## src/rv_csr_consts.svh

```systemverilog
`ifndef RV_CSR_CONSTS_SVH
`define RV_CSR_CONSTS_SVH

`define CSR_XLEN              32
`define CSR_MACHINE_PAGE      4'h3          // Address bits 11:8 of machine CSRs

// Low byte of the machine CSR address
`define CSR_IDX_MSTATUS       8'h00
`define CSR_IDX_MISA          8'h01
`define CSR_IDX_MIE           8'h04
`define CSR_IDX_MTVEC         8'h05
`define CSR_IDX_MCOUNTEREN    8'h06
`define CSR_IDX_MSTATUSH      8'h10
`define CSR_IDX_MSCRATCH      8'h40
`define CSR_IDX_MEPC          8'h41
`define CSR_IDX_MCAUSE        8'h42
`define CSR_IDX_MTVAL         8'h43
`define CSR_IDX_MIP           8'h44

`define CSR_F3_RW             3'd1          // Register source forms
`define CSR_F3_RS             3'd2
`define CSR_F3_RC             3'd3
`define CSR_F3_RWI            3'd5          // Immediate source forms
`define CSR_F3_RSI            3'd6
`define CSR_F3_RCI            3'd7

`define CAUSE_BREAKPOINT      8'd3

`define IRQ_CODE_SOFT         3             // Also the mip/mie bit positions
`define IRQ_CODE_TIMER        7
`define IRQ_CODE_EXTERNAL     11

`define MTVEC_MODE_DIRECT     2'd0
`define MTVEC_MODE_VECTORED   2'd1

`endif

```

## src/rv_csr_pkg.sv

```systemverilog
`include "rv_csr_consts.svh"

package rv_csr_pkg;

    typedef logic [`CSR_XLEN-1:0] csr_word_t;       // CSR data word

    typedef logic [7:0]           csr_idx_t;        // Index inside the machine page

    typedef logic [11:0]          csr_addr_t;       // Full CSR address

    typedef logic [2:0]           csr_funct3_t;     // Zicsr function code

    typedef logic [7:0]           cause_code_t;     // Exception or interrupt code

    typedef logic [11:0]          irq_vec_t;        // mip / mie field

endpackage

```

## src/rv_csr_reg.sv

```systemverilog
`timescale 1ns/1ps

`include "rv_csr_consts.svh"

module rv_csr_reg
#(
    parameter int WIDTH = `CSR_XLEN                     // Implemented low bits
)
(
    input  logic                  i_clk,
    input  logic                  i_reset_n,
    input  logic                  i_sel,
    input  rv_csr_pkg::csr_word_t i_data,
    input  logic                  i_write,
    input  logic                  i_set,
    input  logic                  i_clear,
    output rv_csr_pkg::csr_word_t o_data
);
    import rv_csr_pkg::*;

    logic [WIDTH-1:0] value_q;                          // Stored bits only

    always_ff @(posedge i_clk)
    begin
        if (!i_reset_n)
            value_q <= '0;
        else if (i_sel)
        begin
            if (i_write)
                value_q <= i_data[WIDTH-1:0];           // Replace
            else if (i_set)
                value_q <= value_q | i_data[WIDTH-1:0]; // OR in mask
            else if (i_clear)
                value_q <= value_q & ~i_data[WIDTH-1:0]; // Knock out mask bits
        end
    end

    assign o_data = csr_word_t'(value_q);               // Unimplemented bits read zero

endmodule

```

## src/rv_csr_access.sv

```systemverilog
`timescale 1ns/1ps

`include "rv_csr_consts.svh"

module rv_csr_access
(
    input  logic                    i_csr_valid,
    input  rv_csr_pkg::csr_funct3_t i_funct3,
    input  rv_csr_pkg::csr_addr_t   i_csr_addr,
    input  logic [4:0]              i_rs1_idx,
    input  rv_csr_pkg::csr_word_t   i_rs1_data,
    output logic                    o_sel,
    output rv_csr_pkg::csr_idx_t    o_idx,
    output rv_csr_pkg::csr_word_t   o_data,
    output logic                    o_write,
    output logic                    o_set,
    output logic                    o_clear,
    output logic                    o_illegal
);
    import rv_csr_pkg::*;

    logic page_ok;                                      // Address in machine page
    logic op_write;
    logic op_set;
    logic op_clear;
    logic op_bad;                                       // Undefined funct3
    logic src_nonzero;                                  // rs1 index or uimm not zero

    assign page_ok     = (i_csr_addr[11:8] == `CSR_MACHINE_PAGE);
    assign src_nonzero = |i_rs1_idx;

    always_comb
    begin
        op_write = 1'b0;
        op_set   = 1'b0;
        op_clear = 1'b0;
        op_bad   = 1'b0;
        case (i_funct3)
            `CSR_F3_RW,  `CSR_F3_RWI: op_write = 1'b1;
            `CSR_F3_RS,  `CSR_F3_RSI: op_set   = 1'b1;
            `CSR_F3_RC,  `CSR_F3_RCI: op_clear = 1'b1;
            default:                  op_bad   = 1'b1;
        endcase
    end

    // Bit 2 of funct3 marks the immediate forms
    assign o_data = i_funct3[2] ? csr_word_t'(i_rs1_idx) : i_rs1_data;

    assign o_idx     = i_csr_addr[7:0];
    assign o_illegal = i_csr_valid & (~page_ok | op_bad);
    assign o_sel     = i_csr_valid & page_ok & ~op_bad;
    assign o_write   = o_sel & op_write;
    assign o_set     = o_sel & op_set & src_nonzero;    // Zero source reads only
    assign o_clear   = o_sel & op_clear & src_nonzero;

endmodule

```

## src/rv_int_ctrl.sv

```systemverilog
`timescale 1ns/1ps

`include "rv_csr_consts.svh"

module rv_int_ctrl
(
    input  logic                    i_clk,
    input  logic                    i_reset_n,
    input  logic                    i_irq_external,
    input  logic                    i_irq_timer,
    input  logic                    i_irq_soft,
    input  logic                    i_enable_external,
    input  logic                    i_enable_timer,
    input  logic                    i_enable_soft,
    output logic                    o_pending_external,
    output logic                    o_pending_timer,
    output logic                    o_pending_soft,
    output logic                    o_irq,
    output rv_csr_pkg::cause_code_t o_irq_cause
);
    import rv_csr_pkg::*;

    logic active_external;                              // Pending and enabled
    logic active_timer;
    logic active_soft;

    // Single register stage on the raw request lines
    always_ff @(posedge i_clk)
    begin
        if (!i_reset_n)
        begin
            o_pending_external <= 1'b0;
            o_pending_timer    <= 1'b0;
            o_pending_soft     <= 1'b0;
        end
        else
        begin
            o_pending_external <= i_irq_external;
            o_pending_timer    <= i_irq_timer;
            o_pending_soft     <= i_irq_soft;
        end
    end

    assign active_external = o_pending_external & i_enable_external;
    assign active_timer    = o_pending_timer & i_enable_timer;
    assign active_soft     = o_pending_soft & i_enable_soft;

    assign o_irq = active_external | active_timer | active_soft;

    always_comb
    begin
        if (active_external)                            // Highest priority
            o_irq_cause = cause_code_t'(`IRQ_CODE_EXTERNAL);
        else if (active_soft)
            o_irq_cause = cause_code_t'(`IRQ_CODE_SOFT);
        else if (active_timer)                          // Lowest priority
            o_irq_cause = cause_code_t'(`IRQ_CODE_TIMER);
        else
            o_irq_cause = '0;
    end

endmodule

```

## src/rv_csr_machine.sv

```systemverilog
`timescale 1ns/1ps

`include "rv_csr_consts.svh"

module rv_csr_machine
#(
    parameter int EXTENSION_C      = 0,
    parameter int EXTENSION_Zicntr = 0,
    parameter int EXTENSION_Zihpm  = 0
)
(
    input  logic                  i_clk,
    input  logic                  i_reset_n,
    input  logic                  i_sel,
    input  rv_csr_pkg::csr_idx_t  i_idx,
    input  rv_csr_pkg::csr_word_t i_data,
    input  logic                  i_write,
    input  logic                  i_set,
    input  logic                  i_clear,
    input  rv_csr_pkg::csr_word_t i_pc,
    input  logic                  i_ebreak,
    input  logic                  i_pending_external,
    input  logic                  i_pending_timer,
    input  logic                  i_pending_soft,
    output logic                  o_enable_external,
    output logic                  o_enable_timer,
    output logic                  o_enable_soft,
    output rv_csr_pkg::csr_word_t o_ret_addr,
    output rv_csr_pkg::csr_word_t o_trap_pc,
    output rv_csr_pkg::csr_word_t o_data
);
    import rv_csr_pkg::*;

    localparam int NUM_FULL = 5;                        // Plain 32-bit storage registers

    wire sel_mstatus    = i_sel && (i_idx == `CSR_IDX_MSTATUS);
    wire sel_mie        = i_sel && (i_idx == `CSR_IDX_MIE);
    wire sel_mtvec      = i_sel && (i_idx == `CSR_IDX_MTVEC);
    wire sel_mcounteren = i_sel && (i_idx == `CSR_IDX_MCOUNTEREN);
    wire sel_mstatush   = i_sel && (i_idx == `CSR_IDX_MSTATUSH);
    wire sel_mscratch   = i_sel && (i_idx == `CSR_IDX_MSCRATCH);
    wire sel_mepc       = i_sel && (i_idx == `CSR_IDX_MEPC);
    wire sel_mtval      = i_sel && (i_idx == `CSR_IDX_MTVAL);

    logic [NUM_FULL-1:0] full_sel;                      // Selects of the plain registers
    csr_word_t           full_data [NUM_FULL];

    csr_word_t   mstatus_data;
    csr_word_t   mstatush_data;
    csr_word_t   mtvec_data;
    csr_word_t   mscratch_data;
    csr_word_t   mtval_data;
    csr_word_t   mie_data;
    csr_word_t   misa_data;
    csr_word_t   mepc_data;
    cause_code_t mcause_code;
    csr_word_t   mcause_data;
    csr_word_t   mcounteren_lo;
    csr_word_t   mcounteren_hi;
    irq_vec_t    mip_data;
    csr_word_t   trap_base;

    // Slot order mstatus, mstatush, mtvec, mscratch, mtval
    assign full_sel = {sel_mtval, sel_mscratch, sel_mtvec, sel_mstatush, sel_mstatus};

    generate
        for (genvar g = 0; g < NUM_FULL; g++)
        begin : g_full
            rv_csr_reg #(.WIDTH(`CSR_XLEN)) u_reg
            (
                .i_clk     (i_clk),
                .i_reset_n (i_reset_n),
                .i_sel     (full_sel[g]),
                .i_data    (i_data),
                .i_write   (i_write),
                .i_set     (i_set),
                .i_clear   (i_clear),
                .o_data    (full_data[g])
            );
        end
    endgenerate

    assign mstatus_data  = full_data[0];                // No MIE/MPIE stacking here
    assign mstatush_data = full_data[1];
    assign mtvec_data    = full_data[2];
    assign mscratch_data = full_data[3];
    assign mtval_data    = full_data[4];

    rv_csr_reg #(.WIDTH(12)) u_mie                      // Machine interrupt enable
    (
        .i_clk     (i_clk),
        .i_reset_n (i_reset_n),
        .i_sel     (sel_mie),
        .i_data    (i_data),
        .i_write   (i_write),
        .i_set     (i_set),
        .i_clear   (i_clear),
        .o_data    (mie_data)
    );

    generate
        if (EXTENSION_Zicntr != 0)
        begin : g_cnt_lo
            rv_csr_reg #(.WIDTH(3)) u_mcounteren_lo     // CY, TM, IR enables
            (
                .i_clk     (i_clk),
                .i_reset_n (i_reset_n),
                .i_sel     (sel_mcounteren),
                .i_data    (i_data),
                .i_write   (i_write),
                .i_set     (i_set),
                .i_clear   (i_clear),
                .o_data    (mcounteren_lo)
            );
        end
        else
        begin : g_no_cnt_lo
            assign mcounteren_lo = '0;
        end

        if (EXTENSION_Zihpm != 0)
        begin : g_cnt_hi
            csr_word_t hi_data;                         // HPM enables, stored from bit 0

            rv_csr_reg #(.WIDTH(29)) u_mcounteren_hi
            (
                .i_clk     (i_clk),
                .i_reset_n (i_reset_n),
                .i_sel     (sel_mcounteren),
                .i_data    (i_data >> 3),               // Align bit 3 to storage bit 0
                .i_write   (i_write),
                .i_set     (i_set),
                .i_clear   (i_clear),
                .o_data    (hi_data)
            );
            assign mcounteren_hi = {hi_data[28:0], 3'b000};
        end
        else
        begin : g_no_cnt_hi
            assign mcounteren_hi = '0;
        end
    endgenerate

    always_ff @(posedge i_clk)
    begin
        if (!i_reset_n)
            mepc_data <= '0;
        else if (i_ebreak)
            mepc_data <= i_pc;                          // Trap wins over CSR write
        else if (sel_mepc && i_write)
            mepc_data <= i_data;
    end

    always_ff @(posedge i_clk)
    begin
        if (!i_reset_n)
            mcause_code <= '0;
        else if (i_ebreak)
            mcause_code <= `CAUSE_BREAKPOINT;           // Only trap source
    end

    assign mcause_data = csr_word_t'(mcause_code);      // Interrupt flag always clear

    // MXL=1 at 31:30, I at bit 8, C at bit 2
    assign misa_data = {2'b01, 21'b0, 1'b1, 5'b0, (EXTENSION_C != 0), 2'b00};

    always_comb
    begin
        mip_data                     = '0;
        mip_data[`IRQ_CODE_EXTERNAL] = i_pending_external; // MEIP
        mip_data[`IRQ_CODE_TIMER]    = i_pending_timer;    // MTIP
        mip_data[`IRQ_CODE_SOFT]     = i_pending_soft;     // MSIP
    end

    assign o_enable_external = mie_data[`IRQ_CODE_EXTERNAL]; // MEIE
    assign o_enable_timer    = mie_data[`IRQ_CODE_TIMER];    // MTIE
    assign o_enable_soft     = mie_data[`IRQ_CODE_SOFT];     // MSIE

    assign trap_base = {mtvec_data[31:2], 2'b00};       // Mode bits stripped

    always_comb
    begin
        case (mtvec_data[1:0])
            `MTVEC_MODE_DIRECT:   o_trap_pc = trap_base;
            `MTVEC_MODE_VECTORED: o_trap_pc = trap_base + {mcause_data[29:0], 2'b00};
            default:              o_trap_pc = '0;   // Reserved modes
        endcase
    end

    assign o_ret_addr = mepc_data;

    always_comb
    begin
        o_data = '0;
        if (i_sel)
        begin
            case (i_idx)
                `CSR_IDX_MSTATUS:    o_data = mstatus_data;
                `CSR_IDX_MISA:       o_data = misa_data;
                `CSR_IDX_MIE:        o_data = mie_data;
                `CSR_IDX_MTVEC:      o_data = mtvec_data;
                `CSR_IDX_MCOUNTEREN: o_data = mcounteren_hi | mcounteren_lo;
                `CSR_IDX_MSTATUSH:   o_data = mstatush_data;
                `CSR_IDX_MSCRATCH:   o_data = mscratch_data;
                `CSR_IDX_MEPC:       o_data = mepc_data;
                `CSR_IDX_MCAUSE:     o_data = mcause_data;
                `CSR_IDX_MTVAL:      o_data = mtval_data;
                `CSR_IDX_MIP:        o_data = csr_word_t'(mip_data);
                default:             o_data = '0;   // Unknown index
            endcase
        end
    end

endmodule

```

## src/rv_csr_unit.sv

```systemverilog
`timescale 1ns/1ps

module rv_csr_unit
#(
    parameter int EXTENSION_C      = 0,
    parameter int EXTENSION_Zicntr = 0,
    parameter int EXTENSION_Zihpm  = 0
)
(
    input  logic                    i_clk,
    input  logic                    i_reset_n,
    input  logic                    i_csr_valid,
    input  rv_csr_pkg::csr_funct3_t i_funct3,
    input  rv_csr_pkg::csr_addr_t   i_csr_addr,
    input  logic [4:0]              i_rs1_idx,
    input  rv_csr_pkg::csr_word_t   i_rs1_data,
    input  rv_csr_pkg::csr_word_t   i_pc,
    input  logic                    i_ebreak,
    input  logic                    i_irq_external,
    input  logic                    i_irq_timer,
    input  logic                    i_irq_soft,
    output rv_csr_pkg::csr_word_t   o_rd_data,
    output logic                    o_illegal,
    output rv_csr_pkg::csr_word_t   o_ret_addr,
    output rv_csr_pkg::csr_word_t   o_trap_pc,
    output logic                    o_irq,
    output rv_csr_pkg::cause_code_t o_irq_cause
);
    import rv_csr_pkg::*;

    logic      csr_sel;                                 // Decoder to CSR file
    csr_idx_t  csr_idx;
    csr_word_t csr_data;
    logic      csr_write;
    logic      csr_set;
    logic      csr_clear;
    logic      enable_external;                         // mie bits to interrupt controller
    logic      enable_timer;
    logic      enable_soft;
    logic      pending_external;                        // Synchronized lines back into mip
    logic      pending_timer;
    logic      pending_soft;

    rv_csr_access u_access
    (
        .i_csr_valid (i_csr_valid),
        .i_funct3    (i_funct3),
        .i_csr_addr  (i_csr_addr),
        .i_rs1_idx   (i_rs1_idx),
        .i_rs1_data  (i_rs1_data),
        .o_sel       (csr_sel),
        .o_idx       (csr_idx),
        .o_data      (csr_data),
        .o_write     (csr_write),
        .o_set       (csr_set),
        .o_clear     (csr_clear),
        .o_illegal   (o_illegal)
    );

    rv_csr_machine
    #(
        .EXTENSION_C      (EXTENSION_C),
        .EXTENSION_Zicntr (EXTENSION_Zicntr),
        .EXTENSION_Zihpm  (EXTENSION_Zihpm)
    )
    u_machine
    (
        .i_clk              (i_clk),
        .i_reset_n          (i_reset_n),
        .i_sel              (csr_sel),
        .i_idx              (csr_idx),
        .i_data             (csr_data),
        .i_write            (csr_write),
        .i_set              (csr_set),
        .i_clear            (csr_clear),
        .i_pc               (i_pc),
        .i_ebreak           (i_ebreak),
        .i_pending_external (pending_external),
        .i_pending_timer    (pending_timer),
        .i_pending_soft     (pending_soft),
        .o_enable_external  (enable_external),
        .o_enable_timer     (enable_timer),
        .o_enable_soft      (enable_soft),
        .o_ret_addr         (o_ret_addr),
        .o_trap_pc          (o_trap_pc),
        .o_data             (o_rd_data)                 // Old value, before update
    );

    rv_int_ctrl u_int_ctrl
    (
        .i_clk              (i_clk),
        .i_reset_n          (i_reset_n),
        .i_irq_external     (i_irq_external),
        .i_irq_timer        (i_irq_timer),
        .i_irq_soft         (i_irq_soft),
        .i_enable_external  (enable_external),
        .i_enable_timer     (enable_timer),
        .i_enable_soft      (enable_soft),
        .o_pending_external (pending_external),
        .o_pending_timer    (pending_timer),
        .o_pending_soft     (pending_soft),
        .o_irq              (o_irq),
        .o_irq_cause        (o_irq_cause)
    );

endmodule

```

## config.mk

```make
export PLATFORM = sky130hd
export DESIGN_NAME = rv_csr_unit
export DESIGN_NICKNAME = d
export VERILOG_FILES = /design/src/rv_csr_pkg.sv /design/src/rv_csr_reg.sv /design/src/rv_csr_access.sv /design/src/rv_int_ctrl.sv /design/src/rv_csr_machine.sv /design/src/rv_csr_unit.sv
export VERILOG_INCLUDE_DIRS = /design/src
export SDC_FILE = /design/constraint.sdc
export NUM_CORES = 1
export LEC_CHECK = 0
export ABC_AREA = 1
export BUFFER_PORTS_ARGS = -buffer_cell sky130_fd_sc_hd__buf_2
export CAP_MARGIN = 10
export CORE_UTILIZATION = 35
export CTS_BUF_LIST = sky130_fd_sc_hd__clkbuf_8 sky130_fd_sc_hd__clkbuf_16
export CTS_CLUSTER_SIZE = 10
export DETAILED_ROUTE_END_ITERATION = 16
export GPL_TIMING_DRIVEN = 1
export MAX_ROUTING_LAYER = met4
export SETUP_SLACK_MARGIN = 0.2
export SLEW_MARGIN = 0
export SYNTH_ARGS = -nofsm -noshare
export SYNTH_HDL_FRONTEND = slang
export SYNTH_SLANG_ARGS = --single-unit
export TNS_END_PERCENT = 20
```

## constraint.sdc

```tcl
create_clock -name i_clk -period 2.21 [get_ports i_clk]
set_input_delay 0.3315 -clock i_clk [delete_from_list [all_inputs] [get_ports i_clk]]
set_output_delay 0.3315 -clock i_clk [all_outputs]
set_load 0.02 [all_outputs]
```

==> results.ini <==
[global_route]
maximum_number_of_pins_on_one_net_before_global_route_repair = 65
initial_antenna_violation_count = 0
grt_use_met2 = 0.3913
top_usage_layer = met1
grt_met3_usage = 0.02699
first_global_vias = 13070
globalRouteTotalUtil = 0.2716
grt_overflow = 0
grt_use_met1 = 0.4043
grt_first_pass_wirelength_um = 76030

[power_and_ir_drop]
max-vdd-ir-drop_mv = 0.4276
power_density_mw_per_mm2 = 516.0
p_leak_uw = 0.006161
design_power_total_uw = 8229

[timing]
final_max_slew_viol_count = 0
fmax_mhz = 382.4
worst-slew-pin-transition_ps = 1098
timing.final.crit_share = 1.183
rsz0062_at_grt = true
period_minus_slack_ps = 2615
finalWorstSetupSlack_ps = -404.8
number_of_failing_hold_endpoints_at_the_final_stage = 0
worst_slew_margin_rel = 0.2674
setup_viol = 31
skew_ps = 0

[status]
failed_checks = negative setup slack
outcome = complete, but fails checks

[clock_tree]
cts.htree.levels = 1
insertion_delay_ps = 520
root_buffer = sky130_fd_sc_hd__clkbuf_16
max-clock-path-buffers = 3
numClockSinks = 208
register_clock_pin_slew_on_the_reported_worst_setup_and_hold_paths_ps = 60
clock_tree_from_tritoncts = yes
cts_inserted_buffers = 25

[logic_synthesis]
yosysWarnings = 0
synth-seq-cells = 208
synth.avg_cell_area_sq_um = 6.239
ys_seq_area_frac = 0.3329
netlist_instances = 2005
synth.lib_cells_used.distinct = 43
synth.top_cell.area_share = 0.3329
ranking_of_synthesized_cells_by_area = sky130_fd_sc_hd__dfxtp_1, sky130_fd_sc_hd__nand2_1, sky130_fd_sc_hd__nand3_1
synth.cell_area_sq_mm = 0.01251
synth_largest_area_cell = sky130_fd_sc_hd__dfxtp_1

[finish]
nets = 2311
syn2layout_area_growth_pct = 27.49
most-common-layout-cells = sky130_fd_sc_hd__nand2_1, sky130_fd_sc_hd__nand3_1, sky130_fd_sc_hd__a21oi_1
antenna_cells = 0
drive_above_1_share = 0.2331
final_design_area_no_fill_sq_mm = 0.01595
most_common_cell_after_layout_fill_and_taps_aside = sky130_fd_sc_hd__nand2_1

[floorplanning]
floorplan.core_area_sq_mm = 0.03488
floorplan.initialDensity = 0.3586
die-area_sq_mm = 0.03650
chip_height_um = 191.0
die-width_um = 191.0
io_pins = 197
core.rowCount = 68

[routing]
drtIter0Drc = 1361
drt_first_pass_iters = 6
ant_nets = 0
route.detailed.drc = 0
vias = 14730
route.final.wire_length_um = 49070
drt-wirelength-per-cell_um = 18.33
viasPerCell = 5.502

[critical_path]
worstPathCellList = ha_4 > fa_2 > nand2_2 > buf_6 > nor2_4 > nand2_4 > buf_6 > nor3_2 > nor2_1 > buf_4
critPathMostFrequentCell = sky130_fd_sc_hd__buf_6
critical_path.startpoint_type = register
path_delay_family = adder cells
worst_path_buf_inv = 3
setup.worst_path.class = register to output port
crit_path_top_delay_cell = sky130_fd_sc_hd__fa_2
critical-path-max-stage-delay_ps = 430
rrSetupSlack_ps = 1320
worst_path_max_fanout = 4
crit_path_end_kind = output port
worst_ep_arrival_ps = 2280
critical_path_required_ps = 1880

[place]
finalWeightedCongestion = 0.9608
place.detailed.hpwl_um = 35160
dpl-instance-area_sq_mm = 0.01459
port-buffer-count = 190
detailedPlace.worstSlack_ps = -40.65

[worst_hold_path]
worst_hold_path_type = input port to register

[job]
cap_violations = 0

## where the power goes
group	total [uW]	internal [uW]	switching, uW
logic	723	210	513
registers	3820	3780	37.9
clock network	3680	2110	1570
total	8230	6100	2130
## cell families (layout without fill, tap and decap cells)
kind of cell,after synthesis,after routing,synth area share
adder cells (fa/ha/maj),3,3,0.003601
AND/OR/NAND/NOR,1231,1231,0.4363
other,1,6,0.0002998
buffers and inverters,261,473,0.09713
AO/OA/AOI/OAI,293,293,0.1241
flip-flops,208,208,0.3329
XOR/XNOR,8,8,0.005602
## synth_stat cells
cell / count
sky130_fd_sc_hd__clkbuf_1: 46
sky130_fd_sc_hd__nor2_4: 7
sky130_fd_sc_hd__nor3b_1: 20
sky130_fd_sc_hd__o22ai_1: 3
sky130_fd_sc_hd__a31oi_1: 18
sky130_fd_sc_hd__o21ai_2: 1
sky130_fd_sc_hd__nand4_1: 8
sky130_fd_sc_hd__nor2_1: 140
sky130_fd_sc_hd__conb_1: 1
sky130_fd_sc_hd__fa_1: 1
sky130_fd_sc_hd__xor2_1: 7
sky130_fd_sc_hd__a22o_1: 3
sky130_fd_sc_hd__buf_6: 3
sky130_fd_sc_hd__inv_1: 103
sky130_fd_sc_hd__nand2_4: 1
sky130_fd_sc_hd__or2_2: 2
sky130_fd_sc_hd__clkinv_1: 1
sky130_fd_sc_hd__a22oi_1: 1
sky130_fd_sc_hd__nor2_8: 2
sky130_fd_sc_hd__o21ai_0: 60
sky130_fd_sc_hd__and3_1: 1
sky130_fd_sc_hd__a32o_1: 1
sky130_fd_sc_hd__ha_1: 2
sky130_fd_sc_hd__nor3_1: 17
sky130_fd_sc_hd__nand3_2: 3
sky130_fd_sc_hd__nor3_4: 1
sky130_fd_sc_hd__nor2_2: 7
sky130_fd_sc_hd__dfxtp_1: 208
sky130_fd_sc_hd__inv_2: 8
sky130_fd_sc_hd__nand3_1: 431
sky130_fd_sc_hd__nand2_2: 4
sky130_fd_sc_hd__buf_2: 60
sky130_fd_sc_hd__a21oi_2: 10
sky130_fd_sc_hd__o21ai_1: 2
sky130_fd_sc_hd__nor4_1: 1
sky130_fd_sc_hd__buf_1: 3
sky130_fd_sc_hd__nand2_1: 582
sky130_fd_sc_hd__a21oi_1: 194
sky130_fd_sc_hd__nand3b_1: 2
sky130_fd_sc_hd__nor3_2: 2
sky130_fd_sc_hd__inv_4: 1
sky130_fd_sc_hd__buf_4: 36
sky130_fd_sc_hd__xnor2_1: 1
## cell type report
class | instances | area, sq um
fillers | 3685 | 18940
multi-input cells | 1541 | 7565
flip-flops and latches | 208 | 4209
repair buffers | 328 | 2485
clock buffers | 25 | 625.6
well taps | 455 | 569.3
inverters | 113 | 439.2
clock inverters | 7 | 53.80
## worst min-delay path: stages
cell and delay, ps:
sky130_fd_sc_hd__buf_2 100, sky130_fd_sc_hd__nand2_1 50, sky130_fd_sc_hd__a31oi_1 70
## metrics by stage
stage                     hold slack [ps]  cells  TNS [ps]    util
after global routing                98.15   2677    -11820  0.4571
after floorplan                     429.1   2010         0       -
final                               83.11   2677     -7774  0.4571
after CTS                           71.58   2675     -7998  0.4511
after global placement              445.7   2639    -233.0  0.4184
after detailed placement            450.4   2639    -306.7  0.4184
## path summary, 6_finish.rpt
check	start	depth (start not counted)	endpoint
setup / recovery	u_machine.mcause_code[0]	10	o_trap_pc[16]
hold / removal	i_pc[5]	3	u_machine.o_ret_addr[5]
setup reg to reg	register	3	register
hold reg to reg	register	2	register
## what timing repair did
action	in CTS	in global routing
resized for setup	157	60
setup buffers	1	2
pin swaps	37	26
endpoints found under the hold margin	3	0
endpoints found under the setup margin	62	62
hold buffers	3	0
## layer usage
layer  wire (um)  up-vias
li1            -     7052
met1       22880     6882
met2       20910      735
met3        4401       59
met4         875        0
met5           0        -
Note: power is estimated with default switching activity, not from simulation.
